`src/jpeg_front_consts.svh`:
```
`ifndef JPEG_FRONT_CONSTS_SVH
`define JPEG_FRONT_CONSTS_SVH

// frame geometry, both sizes even
`define SENSOR_X_SIZE 16
`define SENSOR_Y_SIZE 8

// one colour component
`define PIXEL_DW 8
`define PIX_MAX 255

// Q8 fixed point colour conversion
`define FRAC_BITS 8
`define ROUND_Q8 128
`define CHROMA_OFFSET 128

// half lsb for the divide by four of the 2x2 block
`define CHROMA_RND 2

`endif

```
`src/jpeg_front_pkg.sv`:
```
`include "jpeg_front_consts.svh"

package jpeg_front_pkg;

    // one unsigned colour component
    typedef logic [`PIXEL_DW-1:0] pixel_t;

    // sum of two components, one bit of headroom
    typedef logic [`PIXEL_DW:0] chroma_sum_t;

    // per component valid
    // bit 0 is Y, bit 1 is Cb, bit 2 is Cr
    typedef logic [2:0] comp_valid_t;

endpackage

```
`src/dp_ram.sv`:
```
`timescale 1ns/10ps

module dp_ram import jpeg_front_pkg::*; #(
    parameter int DW    = 2 * $bits(chroma_sum_t),
    parameter int DEPTH = 8
) (
    input  logic                     clk,
    input  logic [$clog2(DEPTH)-1:0] wa,
    input  logic [$clog2(DEPTH)-1:0] ra,
    input  logic [DW-1:0]            wd,
    input  logic                     we,
    input  logic                     re,
    output logic [DW-1:0]            rd
);

    logic [DW-1:0] mem [DEPTH];

    always_ff @(posedge clk) begin
        if (we) begin
            mem[wa] <= wd;
        end
    end

    // registered read, output holds while re is low
    always_ff @(posedge clk) begin
        if (re) begin
            rd <= mem[ra];
        end
    end

    // write address comes from the client counters
    a_wa_in_range: assert property (
        @(posedge clk) we |-> (int'(wa) < DEPTH)
    ) else $error("dp_ram write address %0d out of range", wa);

endmodule

```
`src/rgb2yuv.sv`:
```
`timescale 1ns/10ps
`include "jpeg_front_consts.svh"

module rgb2yuv import jpeg_front_pkg::*; (
    input  logic   clk,
    input  logic   resetn,
    input  pixel_t r_in,
    input  pixel_t g_in,
    input  pixel_t b_in,
    input  logic   in_valid,
    input  logic   frame_valid_in,
    input  logic   line_valid_in,
    input  logic   hold,
    output logic   in_hold,
    output pixel_t y,
    output pixel_t cb,
    output pixel_t cr,
    output logic   out_valid,
    output logic   frame_valid_out,
    output logic   line_valid_out
);

    localparam int SW = 18; // weighted sums, signed

    // Q8 weights
    localparam int signed C_YR = 77;
    localparam int signed C_YG = 150;
    localparam int signed C_YB = 29;
    localparam int signed C_BR = 43;
    localparam int signed C_BG = 85;
    localparam int signed C_BB = 128;
    localparam int signed C_RR = 128;
    localparam int signed C_RG = 107;
    localparam int signed C_RB = 21;

    function automatic pixel_t clamp_pix(input logic signed [SW-1:0] v);
        if (v < 0) begin
            return '0;
        end else if (v > `PIX_MAX) begin
            return pixel_t'(`PIX_MAX);
        end
        return pixel_t'(v);
    endfunction

    logic                         en;
    logic signed [`PIXEL_DW:0]    r_s, g_s, b_s;
    logic signed [SW-1:0]         y_sum_d, cb_sum_d, cr_sum_d;
    logic signed [SW-1:0]         s1_y_sum, s1_cb_sum, s1_cr_sum;
    logic                         s1_valid, s1_fv, s1_lv;
    logic signed [SW-1:0]         y_sh, cb_sh, cr_sh;

    assign en      = !hold;
    assign in_hold = hold; // hold goes straight upstream

    // zero extended so the products stay signed
    assign r_s = {1'b0, r_in};
    assign g_s = {1'b0, g_in};
    assign b_s = {1'b0, b_in};

    assign y_sum_d  = SW'(C_YR * r_s + C_YG * g_s + C_YB * b_s);
    assign cb_sum_d = SW'(C_BB * b_s - C_BR * r_s - C_BG * g_s);
    assign cr_sum_d = SW'(C_RR * r_s - C_RG * g_s - C_RB * b_s);

    // stage one, weighted sums
    always_ff @(posedge clk) begin
        if (!resetn) begin
            s1_valid <= 1'b0;
            s1_fv    <= 1'b0;
            s1_lv    <= 1'b0;
        end else if (en) begin
            s1_valid <= in_valid;
            s1_fv    <= frame_valid_in;
            s1_lv    <= line_valid_in;
        end
    end

    always_ff @(posedge clk) begin
        if (en && in_valid) begin
            s1_y_sum  <= y_sum_d;
            s1_cb_sum <= cb_sum_d;
            s1_cr_sum <= cr_sum_d;
        end
    end

    // round and scale back, arithmetic shift keeps the sign
    assign y_sh  = SW'((s1_y_sum + `ROUND_Q8) >>> `FRAC_BITS);
    assign cb_sh = SW'(((s1_cb_sum + `ROUND_Q8) >>> `FRAC_BITS) + `CHROMA_OFFSET);
    assign cr_sh = SW'(((s1_cr_sum + `ROUND_Q8) >>> `FRAC_BITS) + `CHROMA_OFFSET);

    // stage two, clamped components
    always_ff @(posedge clk) begin
        if (!resetn) begin
            out_valid       <= 1'b0;
            frame_valid_out <= 1'b0;
            line_valid_out  <= 1'b0;
        end else if (en) begin
            out_valid       <= s1_valid;
            frame_valid_out <= s1_fv;
            line_valid_out  <= s1_lv;
        end
    end

    always_ff @(posedge clk) begin
        if (en && s1_valid) begin
            y  <= clamp_pix(y_sh);
            cb <= clamp_pix(cb_sh);
            cr <= clamp_pix(cr_sh);
        end
    end

    // a held output beat must not change under the consumer
    a_hold_stable: assert property (
        @(posedge clk) disable iff (!resetn)
        (hold && out_valid) |=> ($stable(y) && $stable(cb) && $stable(cr))
    ) else $error("rgb2yuv output changed under hold");

endmodule

```
`src/subsample.sv`:
```
`timescale 1ns/10ps
`include "jpeg_front_consts.svh"

module subsample import jpeg_front_pkg::*; (
    input  logic                              clk,
    input  logic                              resetn,
    input  pixel_t                            y_in,
    input  pixel_t                            cb_in,
    input  pixel_t                            cr_in,
    input  logic                              in_valid,
    input  logic                              frame_valid_in,
    input  logic                              line_valid_in,
    input  logic                              out_hold,
    output logic                              in_hold,
    output pixel_t                            y_out,
    output pixel_t                            cb_out,
    output pixel_t                            cr_out,
    output comp_valid_t                       out_valid,
    output logic                              eof_out,
    output logic [$clog2(`SENSOR_X_SIZE)-1:0] out_pixel_count,
    output logic [$clog2(`SENSOR_Y_SIZE)-1:0] out_line_count
);

    localparam int XW       = $clog2(`SENSOR_X_SIZE);
    localparam int YW       = $clog2(`SENSOR_Y_SIZE);
    localparam int LB_DEPTH = `SENSOR_X_SIZE / 2;
    localparam int LB_DW    = 2 * $bits(chroma_sum_t);

    logic              en, acc;
    logic              fv_q, lv_q;
    logic              eof, eol;
    logic [XW-1:0]     pixel_count;
    logic [YW-1:0]     line_count;
    logic              odd_pix, odd_line;
    logic              lb_we, lb_re;
    logic [LB_DW-1:0]  lb_rd;
    chroma_sum_t       lb_cb, lb_cr;
    pixel_t            cb_even, cr_even;
    chroma_sum_t       cb_pair, cr_pair;
    logic [`PIXEL_DW+1:0] cb_sum4, cr_sum4;

    assign in_hold = out_hold;
    assign en      = !out_hold;
    assign acc     = en && in_valid && line_valid_in; // pixel taken this cycle

    assign odd_pix  = pixel_count[0];
    assign odd_line = line_count[0];

    // framing edges, frozen with the rest under hold
    always_ff @(posedge clk) begin
        if (!resetn) begin
            fv_q <= 1'b0;
            lv_q <= 1'b0;
        end else if (en) begin
            fv_q <= frame_valid_in;
            lv_q <= line_valid_in;
        end
    end

    assign eof = fv_q && !frame_valid_in;
    assign eol = lv_q && !line_valid_in;

    always_ff @(posedge clk) begin
        if (!resetn) begin
            pixel_count <= '0;
            line_count  <= '0;
        end else if (en) begin
            if (eof) begin
                pixel_count <= '0;
                line_count  <= '0;
            end else if (eol) begin
                pixel_count <= '0;
                line_count  <= line_count + 1'b1;
            end else if (acc) begin
                pixel_count <= pixel_count + 1'b1;
            end
        end
    end

    // even pixel chroma, kept to form the pair sum
    always_ff @(posedge clk) begin
        if (acc && !odd_pix) begin
            cb_even <= cb_in;
            cr_even <= cr_in;
        end
    end

    assign cb_pair = cb_even + cb_in;
    assign cr_pair = cr_even + cr_in;

    // even line writes at the odd pixel, odd line reads at the even pixel
    assign lb_we = acc && !odd_line && odd_pix;
    assign lb_re = acc && odd_line && !odd_pix;

    dp_ram #(
        .DW    (LB_DW),
        .DEPTH (LB_DEPTH)
    ) line_buf (
        .clk (clk),
        .wa  (pixel_count[XW-1:1]),
        .ra  (pixel_count[XW-1:1]),
        .wd  ({cb_pair, cr_pair}),
        .we  (lb_we),
        .re  (lb_re),
        .rd  (lb_rd)
    );

    assign {lb_cb, lb_cr} = lb_rd;

    // 2x2 block, rounded divide by four
    assign cb_sum4 = lb_cb + cb_pair + `CHROMA_RND;
    assign cr_sum4 = lb_cr + cr_pair + `CHROMA_RND;

    always_ff @(posedge clk) begin
        if (acc) begin
            y_out <= y_in; // luma at full rate
        end
        if (acc && odd_line && odd_pix) begin
            cb_out <= cb_sum4[`PIXEL_DW+1:2];
            cr_out <= cr_sum4[`PIXEL_DW+1:2];
        end
    end

    always_ff @(posedge clk) begin
        if (!resetn) begin
            out_valid       <= '0;
            eof_out         <= 1'b0;
            out_pixel_count <= '0;
            out_line_count  <= '0;
        end else if (en) begin
            out_valid[0] <= acc;
            out_valid[1] <= acc && odd_line && odd_pix;
            out_valid[2] <= acc && odd_line && odd_pix;
            eof_out      <= eof;
            if (acc) begin
                out_pixel_count <= pixel_count;
                out_line_count  <= line_count;
            end
        end
    end

    // emitted position must agree with the chroma valids
    a_no_chroma_even: assert property (
        @(posedge clk) disable iff (!resetn)
        out_valid[1] |-> out_line_count[0]
    ) else $error("chroma valid on an even line");

    a_cb_cr_paired: assert property (
        @(posedge clk) disable iff (!resetn)
        (out_valid[1] || out_valid[2]) |-> ((out_valid == 3'b111) && out_pixel_count[0])
    ) else $error("cb and cr valids split or off the odd pixel");

endmodule

```
`src/jpeg_front.sv`:
```
`timescale 1ns/10ps
`include "jpeg_front_consts.svh"

module jpeg_front import jpeg_front_pkg::*; (
    input  logic                              clk,
    input  logic                              resetn,
    input  pixel_t                            r_in,
    input  pixel_t                            g_in,
    input  pixel_t                            b_in,
    input  logic                              pixel_in_valid,
    input  logic                              frame_valid_in,
    input  logic                              line_valid_in,
    input  logic                              yuv_out_hold,
    output logic                              pixel_in_hold,
    output pixel_t                            y_out,
    output pixel_t                            cb_out,
    output pixel_t                            cr_out,
    output comp_valid_t                       yuv_out_valid,
    output logic                              eof_out,
    output logic [$clog2(`SENSOR_X_SIZE)-1:0] out_pixel_count,
    output logic [$clog2(`SENSOR_Y_SIZE)-1:0] out_line_count
);

    pixel_t ycc_y, ycc_cb, ycc_cr;
    logic   ycc_valid;
    logic   ycc_fv, ycc_lv;
    logic   ycc_hold; // subsample back to converter

    rgb2yuv rgb2yuv_i (
        .clk             (clk),
        .resetn          (resetn),
        .r_in            (r_in),
        .g_in            (g_in),
        .b_in            (b_in),
        .in_valid        (pixel_in_valid),
        .frame_valid_in  (frame_valid_in),
        .line_valid_in   (line_valid_in),
        .hold            (ycc_hold),
        .in_hold         (pixel_in_hold),
        .y               (ycc_y),
        .cb              (ycc_cb),
        .cr              (ycc_cr),
        .out_valid       (ycc_valid),
        .frame_valid_out (ycc_fv),
        .line_valid_out  (ycc_lv)
    );

    subsample subsample_i (
        .clk             (clk),
        .resetn          (resetn),
        .y_in            (ycc_y),
        .cb_in           (ycc_cb),
        .cr_in           (ycc_cr),
        .in_valid        (ycc_valid),
        .frame_valid_in  (ycc_fv),
        .line_valid_in   (ycc_lv),
        .out_hold        (yuv_out_hold),
        .in_hold         (ycc_hold),
        .y_out           (y_out),
        .cb_out          (cb_out),
        .cr_out          (cr_out),
        .out_valid       (yuv_out_valid),
        .eof_out         (eof_out),
        .out_pixel_count (out_pixel_count),
        .out_line_count  (out_line_count)
    );

endmodule

```
`config.mk`:
```
export PLATFORM = sky130hd
export DESIGN_NAME = jpeg_front
export DESIGN_NICKNAME = d
export VERILOG_FILES = /design/src/jpeg_front_pkg.sv /design/src/dp_ram.sv /design/src/rgb2yuv.sv /design/src/subsample.sv /design/src/jpeg_front.sv
export VERILOG_INCLUDE_DIRS = /design/src
export SDC_FILE = /design/constraint.sdc
export NUM_CORES = 1
export LEC_CHECK = 0
export ABC_AREA = 1
export BUFFER_PORTS_ARGS = -buffer_cell sky130_fd_sc_hd__buf_2
export CAP_MARGIN = 30
export CORE_UTILIZATION = 64
export CTS_CLUSTER_DIAMETER = 100
export DETAILED_ROUTE_END_ITERATION = 8
export GPL_TIMING_DRIVEN = 0
export PLACE_DENSITY = 0.81
export RECOVER_POWER = 100
export SLEW_MARGIN = 20
export SYNTH_ARGS = -nofsm -noshare
export SYNTH_HDL_FRONTEND = slang
export SYNTH_SLANG_ARGS = --single-unit
```
`constraint.sdc`:
```
create_clock -name clk -period 7 [get_ports clk]
set_input_delay 0.35 -clock clk [delete_from_list [all_inputs] [get_ports clk]]
set_output_delay 0.35 -clock clk [all_outputs]
set_load 0.005 [all_outputs]
```
==> flow_summary.json <==
{
  "run_status": "complete, but fails checks",
  "violations": "capacitance limit, slew limit",
  "tightest_slew_ns": 2.11,
  "postCtsSetupBuffers": 0,
  "power.switching_mw": 4.45,
  "grt_usage": 0.285,
  "synth_cell_types": 49,
  "setup_viol": 0,
  "min_period_over_period": 0.777,
  "relSlewSlack": -0.409,
  "cap_violations": 3,
  "area_growth_pct": 8.07,
  "clkTransAtPathRegs_ns": 0.06,
  "core-area_um2": 32700,
  "ant_nets": 0,
  "r2r_start": "rgb2yuv_i.cb[0]$_DFFE_PP_",
  "pwr-share-clk": 0.152,
  "critPathMaxFanout": 9,
  "holdWs_ns": 0.0804,
  "routed_via_density": 5.67,
  "synth.net_count": 2619,
  "grt_max_degree": 33,
  "totalWireLength_um": 47100,
  "combPwrFrac": 0.608,
  "min_period_ns": 5.44,
  "syn_inst": 2189,
  "syn-cell-area_um2": 21300,
  "vias": 15700,
  "core.rowCount": 66,
  "first_pass_iters": 6,
  "fp.dieW_um": 185,
  "drtIter0Drc": 938,
  "cts_buffer_depth": 3,
  "cp-startpoint": "g_in[6]",
  "cts_max_level": 1,
  "synth.avg_cell_area_um2": 9.74,
  "cts_buffers": 27,
  "synthArstFlopShare": 0,
  "place_hpwl_um": 37000,
  "clk_latency_ns": 0.56,
  "fp.dieH_um": 185,
  "swShare": 0.455,
  "drive_above_1_share": 0.0471,
  "max_freq_ghz": 0.184,
  "rsz0062_at_grt": "no",
  "cts_resized": 0,
  "yosys_most_used_dff": "edfxtp_1",
  "gr-total-overflow": 0,
  "die-area_um2": 34100,
  "ctsHoldBuffers": 0,
  "critPathLaunchType": "input pin",
  "cts_root_buf": "clkbuf_16",
  "clkSinkCount": 283,
  "internal_power_mw": 5.34,
  "synth_edf_count": 258,
  "slew_viol_final": 38,
  "ys_seq_area_frac": 0.387,
  "seq_power_share": 0.240,
  "nets": 2724,
  "initial_utilization": 0.652,
  "critPathKind": "input pin to flop",
  "layout_commonest_cell": "inv_1",
  "wl_per_cell_um": 17.1,
  "hold_viol": 0,
  "worstPathArrival_ns": 5.72,
  "cts_tree": "built",
  "p_leak_nw": 10.7,
  "worstPathRequired_ns": 7.28,
  "yosysTopAreaCellShare": 0.363,
  "yosysWarnings": 0,
  "yosysTopAreaCell": "edfxtp_1",
  "antenna_found_initial": 4,
  "min_from": "line_valid_in",
  "place_congestion": 0.953,
  "ir_worst_vdd_mv": 0.428,
  "fin_tns_setup_ns": 0,
  "grt_pass1_vias": 15700,
  "final_cell_mix": "inv_1, nand2_1, ha_1",
  "drc": 0,
  "finClkSkew_ns": 0.0308,
  "hold_class": "input pin to flop",
  "powerDensity_nw_per_um2": 425,
  "io_pins": 66,
  "port_buffers": 65,
  "grt_first_pass_wirelength_um": 76100,
  "ys_ff_latch": 283,
  "critical_path.endpoint_type": "flop",
  "synth_area_leaders": "edfxtp_1, ha_1, fa_1, inv_1, nand2_1"
}
[worst max-delay path, cell delays in order]
cell and delay, ns:
clkbuf_1 0.44, ha_1 0.41, fa_1 0.53, fa_1 0.52, inv_1 0.05, fa_1 0.50, inv_1 0.04, ha_1 0.35
inv_1 0.08, nor3_1 0.31, a21oi_1 0.16, o21ai_0 0.21, xor2_1 0.11, fa_1 0.51, inv_1 0.04, ha_1 0.38
a21oi_1 0.24, o21ai_0 0.11, nor2_1 0.11, nand2_1 0.11, xor2_1 0.15
[sequential cells by signal, summed over array words and instances (netlist names), 4 cells and up]
name                         flops
subsample_i.line_buf.mem       144
subsample_i.line_buf.rd         18
rgb2yuv_i.s1_cb_sum             11
rgb2yuv_i.s1_cr_sum             11
rgb2yuv_i.s1_y_sum              10
rgb2yuv_i.cb                     8
rgb2yuv_i.cr                     8
rgb2yuv_i.y                      8
subsample_i.cb_even              8
subsample_i.cb_out               8
subsample_i.cr_even              8
subsample_i.cr_out               8
subsample_i.y_out                8
subsample_i.out_pixel_count      4
subsample_i.pixel_count          4
[layout make-up]
type	instances	area, µm²
Timing Repair Buffer	76	328
Multi-Input combinational cell	1499	11500
Inverter	392	1470
Fill cell	2425	9650
Tap cell	442	553
Sequential cell	283	8250
Clock buffer	37	748
Antenna cell	2	5.00
Clock inverter	13	160
Buffer	15	71.3
[per-layer routing]
metal	vias to the layer above	GRT usage	routed length [µm]
met5	-	0	27
met4	4	0.103	1880
met3	103	0.0287	2400
met2	508	0.526	23600
met1	7396	0.343	19200
li1	7642	-	-
[path summary, 6_finish.rpt]
kind,endpoint,slack [ns],depth (start not counted)
hold / removal,rgb2yuv_i.s1_lv$_SDFFE_PN0N_,0.08,3
setup reg to reg,subsample_i.cb_out[5]$_DFFE_PP_,3.36,11
setup / recovery,rgb2yuv_i.s1_cr_sum[15]$_DFFE_PP_,1.56,21
hold reg to reg,subsample_i.y_out[2]$_DFFE_PP_,0.42,0
[synth_stat cells (7+ instances only)]
cell type and n:
buf_2 9, ha_1 314, nor2_1 117, a22oi_1 19
nand4_1 54, a221oi_1 13, nand2_1 368, dfxtp_1 25
a21o_1 9, fa_1 86, nor3_1 17, nand3_1 81
o21bai_1 14, edfxtp_1 258, xor2_1 81, inv_2 9
o2bb2ai_1 9, o211ai_1 8, inv_1 379, a31oi_1 7
o21ai_0 66, xnor2_1 40, a21oi_1 144
[kinds of logic (layout without fill, tap and decap cells)]
kind of cell             Yosys count  count (layout)  share of synthesized area
other                              0               2                          0
AO/OA/AOI/OAI                    311             311                     0.0878
AND/OR/NAND/NOR                  667             667                      0.138
flip-flops                       283             283                      0.387
XOR/XNOR                         121             121                     0.0497
adder cells (fa/ha/maj)          400             400                      0.265
buffers and inverters            407             533                     0.0725
[power groups by stage]
stage          logic, mW  clock network [mW]  registers, mW
2_1_floorplan       4.63                   0           2.36
3_3_place_gp        5.73                   0           2.38
3_5_place_dp        5.87                   0           2.38
4_1_cts             5.93                1.50           2.35
5_1_grt             6.80                1.56           2.36
6_report            5.95                1.49           2.35
[stage by stage]
step,utilization,total power [mW],setup slack (ns),cells,cell area [µm²]
after floorplan,-,6.99,2.03,2189,21300
after global placement,0.679,8.11,1.43,2696,22200
after detailed placement,0.684,8.26,1.37,2706,22400
after CTS,0.711,9.77,1.91,2756,23300
after global routing,0.705,10.7,1.19,2757,23000
final,0.705,9.78,1.56,2759,23000
(Power assumes the default switching activity.)
